===== src/source/fmb_tester_pkg.sv =====
package fmb_tester_pkg;

	// --------------------
	// axi port geometry
	// --------------------
	localparam int AXI_DATA_W = 256;
	localparam int AXI_ADDR_W = 33;
	typedef logic [AXI_DATA_W-1:0] axi_data_t;
	typedef logic [AXI_ADDR_W-1:0] axi_addr_t;

	// checked lane is one x16 device word
	localparam int LANE_W = 16;
	localparam int LANES = AXI_DATA_W / LANE_W;

	// --------------------
	// test region
	// --------------------
	localparam int BEATS_PER_BURST = 16;
	localparam int BYTES_PER_BEAT = 32;
	localparam int BEAT_W = 4;
	localparam int TEST_BURSTS = 16;
	localparam int BURST_IDX_W = 4;
	localparam logic [LANE_W-1:0] PATTERN_KEY = 16'hA5C3;

	// controller config sequence timing
	localparam int CFG_RESET_CYCLES = 16;
	localparam int START_DELAY_CYCLES = 200;
	localparam int SEQ_CNT_W = 8;

	// lane k of beat n = (n*16 + k) ^ key, low 16 bits
	function automatic axi_data_t pattern_word(input int unsigned beat_num);
		axi_data_t word;
		logic [31:0] lane_val;
		for (int k = 0; k < LANES; k++)
		begin
			lane_val = beat_num * LANES + k;
			word[k*LANE_W +: LANE_W] = lane_val[LANE_W-1:0] ^ PATTERN_KEY;
		end
		return word;
	endfunction

endpackage


===== src/source/burst_cmd_if.sv =====
// burst command path between test controller and axi master
// all signals synchronous to iSCLK
interface burst_cmd_if;

	// request side, one strobe per burst
	logic req;
	logic is_write;
	logic [fmb_tester_pkg::BURST_IDX_W-1:0] burst_idx;

	// completion side
	logic done;
	// both levels qualified by done
	logic mismatch;
	logic resp_err;

	modport ctrl (
		output req, is_write, burst_idx,
		input  done, mismatch, resp_err
	);

	modport master (
		input  req, is_write, burst_idx,
		output done, mismatch, resp_err
	);

endinterface


===== src/source/axi_burst_master.sv =====
module axi_burst_master (
	input  logic iSCLK,
	input  logic qLocked,
	burst_cmd_if.master cmd,
	// write address
	output logic o_awvalid,
	input  logic i_awready,
	output fmb_tester_pkg::axi_addr_t o_awaddr,
	// write data
	output logic o_wvalid,
	input  logic i_wready,
	output fmb_tester_pkg::axi_data_t o_wdata,
	output logic o_wlast,
	// write response
	input  logic i_bvalid,
	output logic o_bready,
	input  logic [1:0] i_bresp,
	// read address
	output logic o_arvalid,
	input  logic i_arready,
	output fmb_tester_pkg::axi_addr_t o_araddr,
	// read data
	input  logic i_rvalid,
	output logic o_rready,
	input  fmb_tester_pkg::axi_data_t i_rdata,
	input  logic i_rlast,
	input  logic [1:0] i_rresp
);

	typedef enum logic [2:0] {S_IDLE, S_AW, S_W, S_B, S_AR, S_R} mst_state_t;

	mst_state_t state;
	logic [fmb_tester_pkg::BURST_IDX_W-1:0] idx_r;
	logic [fmb_tester_pkg::BEAT_W-1:0] beat;
	logic last_beat;
	logic mism_r;
	logic rerr_r;
	logic done_r;
	fmb_tester_pkg::axi_addr_t burst_addr;
	fmb_tester_pkg::axi_data_t exp_word;

	// burst base = idx * 16 beats * 32 bytes
	assign burst_addr = fmb_tester_pkg::axi_addr_t'(idx_r) *
		(fmb_tester_pkg::BEATS_PER_BURST * fmb_tester_pkg::BYTES_PER_BEAT);
	// global beat number selects the pattern, shared by write and compare
	assign exp_word = fmb_tester_pkg::pattern_word({idx_r, beat});
	assign last_beat = (beat == fmb_tester_pkg::BEATS_PER_BURST - 1);

	// --------------------
	// burst fsm
	// --------------------
	always_ff @(posedge iSCLK or negedge qLocked)
	begin
		if (!qLocked)
		begin
			state <= S_IDLE;
			idx_r <= '0;
			beat <= '0;
			mism_r <= 1'b0;
			rerr_r <= 1'b0;
			done_r <= 1'b0;
		end
		else
		begin
			done_r <= 1'b0;
			case (state)
				S_IDLE:
					if (cmd.req)
					begin
						idx_r <= cmd.burst_idx;
						beat <= '0;
						mism_r <= 1'b0;
						rerr_r <= 1'b0;
						state <= cmd.is_write ? S_AW : S_AR;
					end
				// wvalid waits for the aw handshake
				S_AW:
					if (i_awready)
						state <= S_W;
				S_W:
					if (i_wready)
					begin
						if (last_beat)
							state <= S_B;
						else
							beat <= beat + 1'b1;
					end
				S_B:
					if (i_bvalid)
					begin
						rerr_r <= rerr_r | (i_bresp != 2'b00);
						done_r <= 1'b1;
						state <= S_IDLE;
					end
				S_AR:
					if (i_arready)
						state <= S_R;
				S_R:
					if (i_rvalid)
					begin
						// rlast off its expected beat also counts as a mismatch
						mism_r <= mism_r | (i_rdata != exp_word) | (i_rlast != last_beat);
						rerr_r <= rerr_r | (i_rresp != 2'b00);
						beat <= beat + 1'b1;
						if (i_rlast)
						begin
							done_r <= 1'b1;
							state <= S_IDLE;
						end
					end
				default:
					state <= S_IDLE;
			endcase
		end
	end

	// channel controls, payload stays put until the handshake
	assign o_awvalid = (state == S_AW);
	assign o_awaddr = burst_addr;
	assign o_wvalid = (state == S_W);
	assign o_wdata = exp_word;
	assign o_wlast = (state == S_W) && last_beat;
	assign o_bready = (state == S_B);
	assign o_arvalid = (state == S_AR);
	assign o_araddr = burst_addr;
	assign o_rready = (state == S_R);

	assign cmd.done = done_r;
	assign cmd.mismatch = mism_r;
	assign cmd.resp_err = rerr_r;

endmodule


===== src/source/ddr_reset_sequencer.sv =====
module ddr_reset_sequencer (
	input  logic iSCLK,
	input  logic qLocked,
	input  logic i_ddr_cfg_done,
	output logic o_ddr_cfg_reset,
	output logic o_ddr_cfg_start,
	output logic o_ddr_axi_rstn,
	output logic o_cfg_ready
);

	typedef enum logic [1:0] {S_RESET, S_DELAY, S_START, S_READY} seq_state_t;

	seq_state_t state;
	// one counter shared by reset and delay phases
	logic [fmb_tester_pkg::SEQ_CNT_W-1:0] cnt;
	logic [1:0] rst_sync;
	logic [1:0] done_sync;

	// --------------------
	// synchronizers
	// --------------------
	always_ff @(posedge iSCLK or negedge qLocked)
	begin
		if (!qLocked)
		begin
			rst_sync <= '0;
			done_sync <= '0;
		end
		else
		begin
			rst_sync <= {rst_sync[0], 1'b1};
			// cfg_done comes from the hard ip calibration domain
			done_sync <= {done_sync[0], i_ddr_cfg_done};
		end
	end

	// --------------------
	// phase fsm
	// --------------------
	always_ff @(posedge iSCLK or negedge qLocked)
	begin
		if (!qLocked)
		begin
			state <= S_RESET;
			cnt <= '0;
		end
		else
		begin
			case (state)
				S_RESET:
				begin
					// counter runs from release, exit needs synced release too
					if (rst_sync[1] && cnt == fmb_tester_pkg::CFG_RESET_CYCLES - 1)
					begin
						state <= S_DELAY;
						cnt <= '0;
					end
					else
						cnt <= cnt + 1'b1;
				end
				S_DELAY:
				begin
					if (cnt == fmb_tester_pkg::START_DELAY_CYCLES - 1)
						state <= S_START;
					else
						cnt <= cnt + 1'b1;
				end
				// hold start until calibration reports done
				S_START:
					if (done_sync[1])
						state <= S_READY;
				default:
					state <= S_READY;
			endcase
		end
	end

	// outputs decoded straight from the state register
	assign o_ddr_cfg_reset = (state == S_RESET);
	assign o_ddr_cfg_start = (state == S_START);
	assign o_ddr_axi_rstn = (state == S_READY);
	assign o_cfg_ready = (state == S_READY);

endmodule


===== src/source/fmb_tester_top.sv =====
module fmb_tester_top (
	input  logic iSCLK,
	// board reset sources
	input  logic i_pb_sw0,
	input  logic i_pll_bl1_locked,
	input  logic i_pll_tl2_locked,
	// controller configuration
	input  logic i_ddr_cfg_done,
	output logic o_ddr_cfg_reset,
	output logic o_ddr_cfg_start,
	output logic o_ddr_axi_rstn,
	// axi port 0
	output logic o_awvalid,
	input  logic i_awready,
	output fmb_tester_pkg::axi_addr_t o_awaddr,
	output logic o_wvalid,
	input  logic i_wready,
	output fmb_tester_pkg::axi_data_t o_wdata,
	output logic o_wlast,
	input  logic i_bvalid,
	output logic o_bready,
	input  logic [1:0] i_bresp,
	output logic o_arvalid,
	input  logic i_arready,
	output fmb_tester_pkg::axi_addr_t o_araddr,
	input  logic i_rvalid,
	output logic o_rready,
	input  fmb_tester_pkg::axi_data_t i_rdata,
	input  logic i_rlast,
	input  logic [1:0] i_rresp,
	// bit 0 is LED2, bit 5 is LED7
	output logic [5:0] o_led
);

	logic qLocked;
	logic cfg_ready;
	logic test_run;
	logic test_done;
	logic test_fail;

	// --------------------
	// system reset
	// --------------------
	// low while sw0 pressed or either pll unlocked
	assign qLocked = i_pb_sw0 & i_pll_bl1_locked & i_pll_tl2_locked;

	ddr_reset_sequencer u_seq (
		.iSCLK           (iSCLK),
		.qLocked         (qLocked),
		.i_ddr_cfg_done  (i_ddr_cfg_done),
		.o_ddr_cfg_reset (o_ddr_cfg_reset),
		.o_ddr_cfg_start (o_ddr_cfg_start),
		.o_ddr_axi_rstn  (o_ddr_axi_rstn),
		.o_cfg_ready     (cfg_ready)
	);

	// --------------------
	// memory check
	// --------------------
	burst_cmd_if cmd_if ();

	memory_test_ctrl u_ctrl (
		.iSCLK       (iSCLK),
		.qLocked     (qLocked),
		.i_cfg_ready (cfg_ready),
		.cmd         (cmd_if.ctrl),
		.o_test_run  (test_run),
		.o_test_done (test_done),
		.o_test_fail (test_fail)
	);

	// axi ports keep the same names through the hierarchy
	axi_burst_master u_mst (
		.iSCLK     (iSCLK),
		.qLocked   (qLocked),
		.cmd       (cmd_if.master),
		.o_awvalid, .i_awready, .o_awaddr,
		.o_wvalid, .i_wready, .o_wdata, .o_wlast,
		.i_bvalid, .o_bready, .i_bresp,
		.o_arvalid, .i_arready, .o_araddr,
		.i_rvalid, .o_rready, .i_rdata, .i_rlast, .i_rresp
	);

	// --------------------
	// status leds
	// --------------------
	assign o_led = {test_done, test_fail, test_run, cfg_ready, o_ddr_cfg_start, qLocked};

endmodule


===== src/source/memory_test_ctrl.sv =====
module memory_test_ctrl (
	input  logic iSCLK,
	input  logic qLocked,
	input  logic i_cfg_ready,
	burst_cmd_if.ctrl cmd,
	output logic o_test_run,
	output logic o_test_done,
	output logic o_test_fail
);

	logic req_r;
	// low during write pass, high during read-back pass
	logic rd_phase;
	logic [fmb_tester_pkg::BURST_IDX_W-1:0] idx;
	logic last_burst;

	assign last_burst = rd_phase && (idx == fmb_tester_pkg::TEST_BURSTS - 1);

	// --------------------
	// command sequencing
	// --------------------
	always_ff @(posedge iSCLK or negedge qLocked)
	begin
		if (!qLocked)
		begin
			req_r <= 1'b0;
			rd_phase <= 1'b0;
			idx <= '0;
			o_test_run <= 1'b0;
			o_test_done <= 1'b0;
			o_test_fail <= 1'b0;
		end
		else
		begin
			req_r <= 1'b0;
			// single pass per reset, done blocks a restart
			if (i_cfg_ready && !o_test_run && !o_test_done)
			begin
				o_test_run <= 1'b1;
				req_r <= 1'b1;
			end
			else if (o_test_run && cmd.done)
			begin
				// sticky fail
				if (cmd.mismatch || cmd.resp_err)
					o_test_fail <= 1'b1;
				if (last_burst)
				begin
					o_test_run <= 1'b0;
					o_test_done <= 1'b1;
				end
				else
				begin
					// next burst issued only after previous done
					req_r <= 1'b1;
					idx <= idx + 1'b1;
					// index wraps to 0 at end of write pass
					if (idx == fmb_tester_pkg::TEST_BURSTS - 1)
						rd_phase <= 1'b1;
				end
			end
		end
	end

	assign cmd.req = req_r;
	assign cmd.is_write = ~rd_phase;
	assign cmd.burst_idx = idx;

endmodule


===== config.mk =====
export PLATFORM = sky130hd
export DESIGN_NAME = fmb_tester_top
export DESIGN_NICKNAME = d
export VERILOG_FILES = /design/src/source/fmb_tester_pkg.sv /design/src/source/burst_cmd_if.sv /design/src/source/axi_burst_master.sv /design/src/source/ddr_reset_sequencer.sv /design/src/source/fmb_tester_top.sv /design/src/source/memory_test_ctrl.sv
export SDC_FILE = /design/constraint.sdc
export NUM_CORES = 1
export LEC_CHECK = 0
export BUFFER_PORTS_ARGS = -buffer_cell sky130_fd_sc_hd__buf_4
export CORE_AREA = 3 3 233 235
export DETAILED_ROUTE_END_ITERATION = 10
export DIE_AREA = 0 0 236 238
export SYNTH_ARGS = -nofsm -noshare
export SYNTH_HDL_FRONTEND = slang
export SYNTH_SLANG_ARGS = --single-unit

===== constraint.sdc =====
create_clock -name iSCLK -period 4.2 [get_ports iSCLK]
set_input_delay 0.84 -clock iSCLK [delete_from_list [all_inputs] [get_ports iSCLK]]
set_output_delay 0.84 -clock iSCLK [all_outputs]
set_load 0.05 [all_outputs]

==> impl_metrics.ini <==
[cts]
post-cts-setup-buffer-count = 0
numCtsBuffers = 5
clk_latency_ns = 0.30
clock_path_buffers = 2
clock_sinks = 37
cts_hold_buf = 0
clk_pin_slew_worst_paths_ns = 0.07
ctsResizeCount = 0
root_buffer = clkbuf_16
cts_tree = done
htree_levels = 2

[timing]
setup-violations-final = 0
tightest_slew_ns = 1.21
period_share = 0.703
clock_skew_ns = 0.0120
fin_tns_setup_ns = 0
rsz0062_at_grt = no
min_period_ns = 2.95
timing.fmax_mhz = 339
slew_violations = 0
hold_viol = 0
maxSlewHeadroom = 0.194

[route]
drt-pass1-iter-count = 4
wirelength_um = 24600
vias = 5383
wire_per_inst_um = 14.6
drt_iter0_drc = 165
postRouteAntennaNets = 0
drc = 0
via_per_inst = 3.19

[setup_path]
cp-start-kind = input pin
endpoint = u_mst.cmd.mismatch
worstPathMaxFanout = 1
timing.rr.end = u_mst.cmd.mismatch
required_ns = 4.39
r2r_start = u_mst.beat[1]
crit_type = in -> reg
cp-startpoint = i_rdata[142]
reg2reg_slack_ns = 1.31
end_kind = flop
rr_worst_depth = 7
critical_path_arrival_ns = 3.14

[grt]
grt_max_degree = 38
antenna_found_initial = 2
grtUsageMet3 = 0.0255
use_met2 = 0.136
gr-total-overflow = 0
grt_usage = 0.0774
busiest_layer = met2
grt_use_met1 = 0.0890
first_global_vias = 4929
grt_pass1_wl_um = 32500

[synthesis]
ys_types = 58
syn_inst = 704
netlist_area_um2 = 5540
synth_edf_count = 0
synthArstFlopShare = 1.00
yosysSeqAreaShare = 0.167
synth-seq-cells = 37
yosys_warnings = 0
ys.flop_type = dfrtp_1
syn_area_per_cell_um2 = 7.87

[layout]
finalNetCount = 1271
final_util = 0.153
synthToLayoutAreaGrowth_pct = 45.0
final_common_cell = buf_4
drive_gt1_frac = 0.455
area.sequential_um2 = 926
num-fill-cells = 5943
most-common-layout-cells = 430 x buf_4, 187 x conb_1, 37 x dfrtp_1, 35 x nand2_1, 33 x nor2_1
multi_input_area_um2 = 2820

[power]
intPower_mw = 1.33
p_clk_frac = 0.112
comb_power_share = 0.741
p_sw_frac = 0.625
ir_worst_vdd_uv = 484
seq_power_share = 0.146
power-per-cell-area_nw_per_um2 = 440
power_switching_mw = 2.21
p_leak_nw = 3.90

[floorplanning]
core_um2 = 52400
die_y_um = 238
fp-row-count = 84
die_w_um = 236
die_area_um2 = 56200
initial_core_util = 0.106
io_pins = 608

[run]
maxCapViolCount = 0

[status]
status = complete, no violations

[hold_path]
hold_class = reg -> reg

[place]
numPortBuffers = 421
hpwlAfterDp_um = 21500
place.gp.congestion = 0.959
worst max-delay path: stages:
cell and delay, ns:
buf_4 0.10, or4b_2 0.66, nor4_1 0.50, nand4_1 0.30, nor4_1 0.38, nand4_1 0.14
o21a_1 0.20
power groups by stage:
stage | registers (mW) | logic, mW | clock network [mW]
after floorplan | 0.454 | 2.32 | 0
after CTS | 0.521 | 2.64 | 0.413
after detailed placement | 0.529 | 2.64 | 0
final | 0.517 | 2.62 | 0.397
after global routing | 0.529 | 2.74 | 0.425
after global placement | 0.527 | 2.62 | 0
layout make-up:
class / instances / share of cell area
Timing Repair Buffer: 430 / 0.402
Clock inverter: 3 / 0.00265
Tap cell: 688 / 0.107
Antenna cell: 2 / 0.000623
Sequential cell: 37 / 0.115
Inverter: 13 / 0.00607
Multi-Input combinational cell: 510 / 0.351
Clock buffer: 5 / 0.0156
per-stage QoR:
step / area (um2) / power, mW / setup slack (ns) / cells / hold slack (ns)
detailed placement: 7880 / 3.17 / 0.777 / 1678 / 0.335
global route: 8030 / 3.69 / 0.953 / 1688 / 0.364
floorplan: 6230 / 2.78 / 1.13 / 889 / 0.331
global placement: 7880 / 3.15 / 0.849 / 1678 / 0.334
finish: 8030 / 3.53 / 1.25 / 1688 / 0.351
CTS: 8030 / 3.58 / 1.08 / 1686 / 0.351
Yosys cell counts (4+ instances only):
master     count  area (um2)
nand2_1       35         131
mux2i_1        9        90.1
xor2_1         6        52.6
o211ai_1       4        30.0
xnor2_1       17         149
nor4_1        11        68.8
a31oi_1        5        31.3
nand3_1       15        75.1
dfrtp_1       37         926
nand4b_1       8        70.1
inv_1         13        48.8
nor4b_1        6        52.6
nor2_1        33         124
clkbuf_1       6        22.5
nand3b_1       6        45.0
or4b_2         6        60.1
and3_1         5        31.3
nor2b_1        5        31.3
nor4bb_1       5        50.1
buf_4        320        2400
nand4_1       25         156
o22ai_1        6        37.5
or4_1         13        97.6
nand4bb_1      5        56.3
a21oi_1       10        50.1
or3_1          6        37.5
o21ai_0       15        75.1
nor3_1        20         100
worst min path at each step:
| stage | from | endpoint | slack [ns] | cells after the start |
|---|---|---|---|---|
| finish | u_seq.rst_sync[0] | u_seq.rst_sync[1] | 0.35 | 0 |
| global route | u_seq.rst_sync[0] | u_seq.rst_sync[1] | 0.36 | 0 |
| CTS | u_seq.rst_sync[0] | u_seq.rst_sync[1] | 0.35 | 0 |
| detailed placement | u_seq.rst_sync[0] | u_seq.rst_sync[1] | 0.33 | 0 |
| global placement | u_seq.rst_sync[0] | u_seq.rst_sync[1] | 0.33 | 0 |
| floorplan | u_seq.done_sync[0] | u_seq.done_sync[1] | 0.33 | 0 |
cell families (layout without fill, tap and decap cells):
logic type | Yosys count | in the layout | synth area share
AND/OR/NAND/NOR | 221 | 221 | 0.240
AO/OA/AOI/OAI | 64 | 64 | 0.0763
flip-flops | 37 | 37 | 0.167
other | 2 | 189 | 0.00136
multiplexers | 12 | 12 | 0.0224
buffers and inverters | 342 | 451 | 0.450
adder cells (fa/ha/maj) | 3 | 3 | 0.00678
XOR/XNOR | 23 | 23 | 0.0364
flip-flops by register name (all words and copies together) (netlist names):
name,flops
u_ctrl.o_test_fail,1
u_mst.cmd.done,1
u_mst.cmd.resp_err,1
u_mst.idx_r,4
u_seq.done_sync,2
u_mst.beat,4
u_ctrl.o_test_done,1
u_ctrl.cmd.burst_idx,4
u_mst.state,3
u_seq.state,2
u_ctrl.cmd.req,1
u_ctrl.rd_phase,1
u_ctrl.o_test_run,1
u_seq.rst_sync,2
u_seq.cnt,8
u_mst.cmd.mismatch,1
routing by layer:
| layer | share of wire | vias to the layer above |
|---|---|---|
| li1 | - | 2540 |
| met1 | 0.38 | 2507 |
| met2 | 0.50 | 312 |
| met3 | 0.091 | 24 |
| met4 | 0.022 | 0 |
| met5 | 0 | - |
No activity file was read; power rests on OpenSTA's default activity.
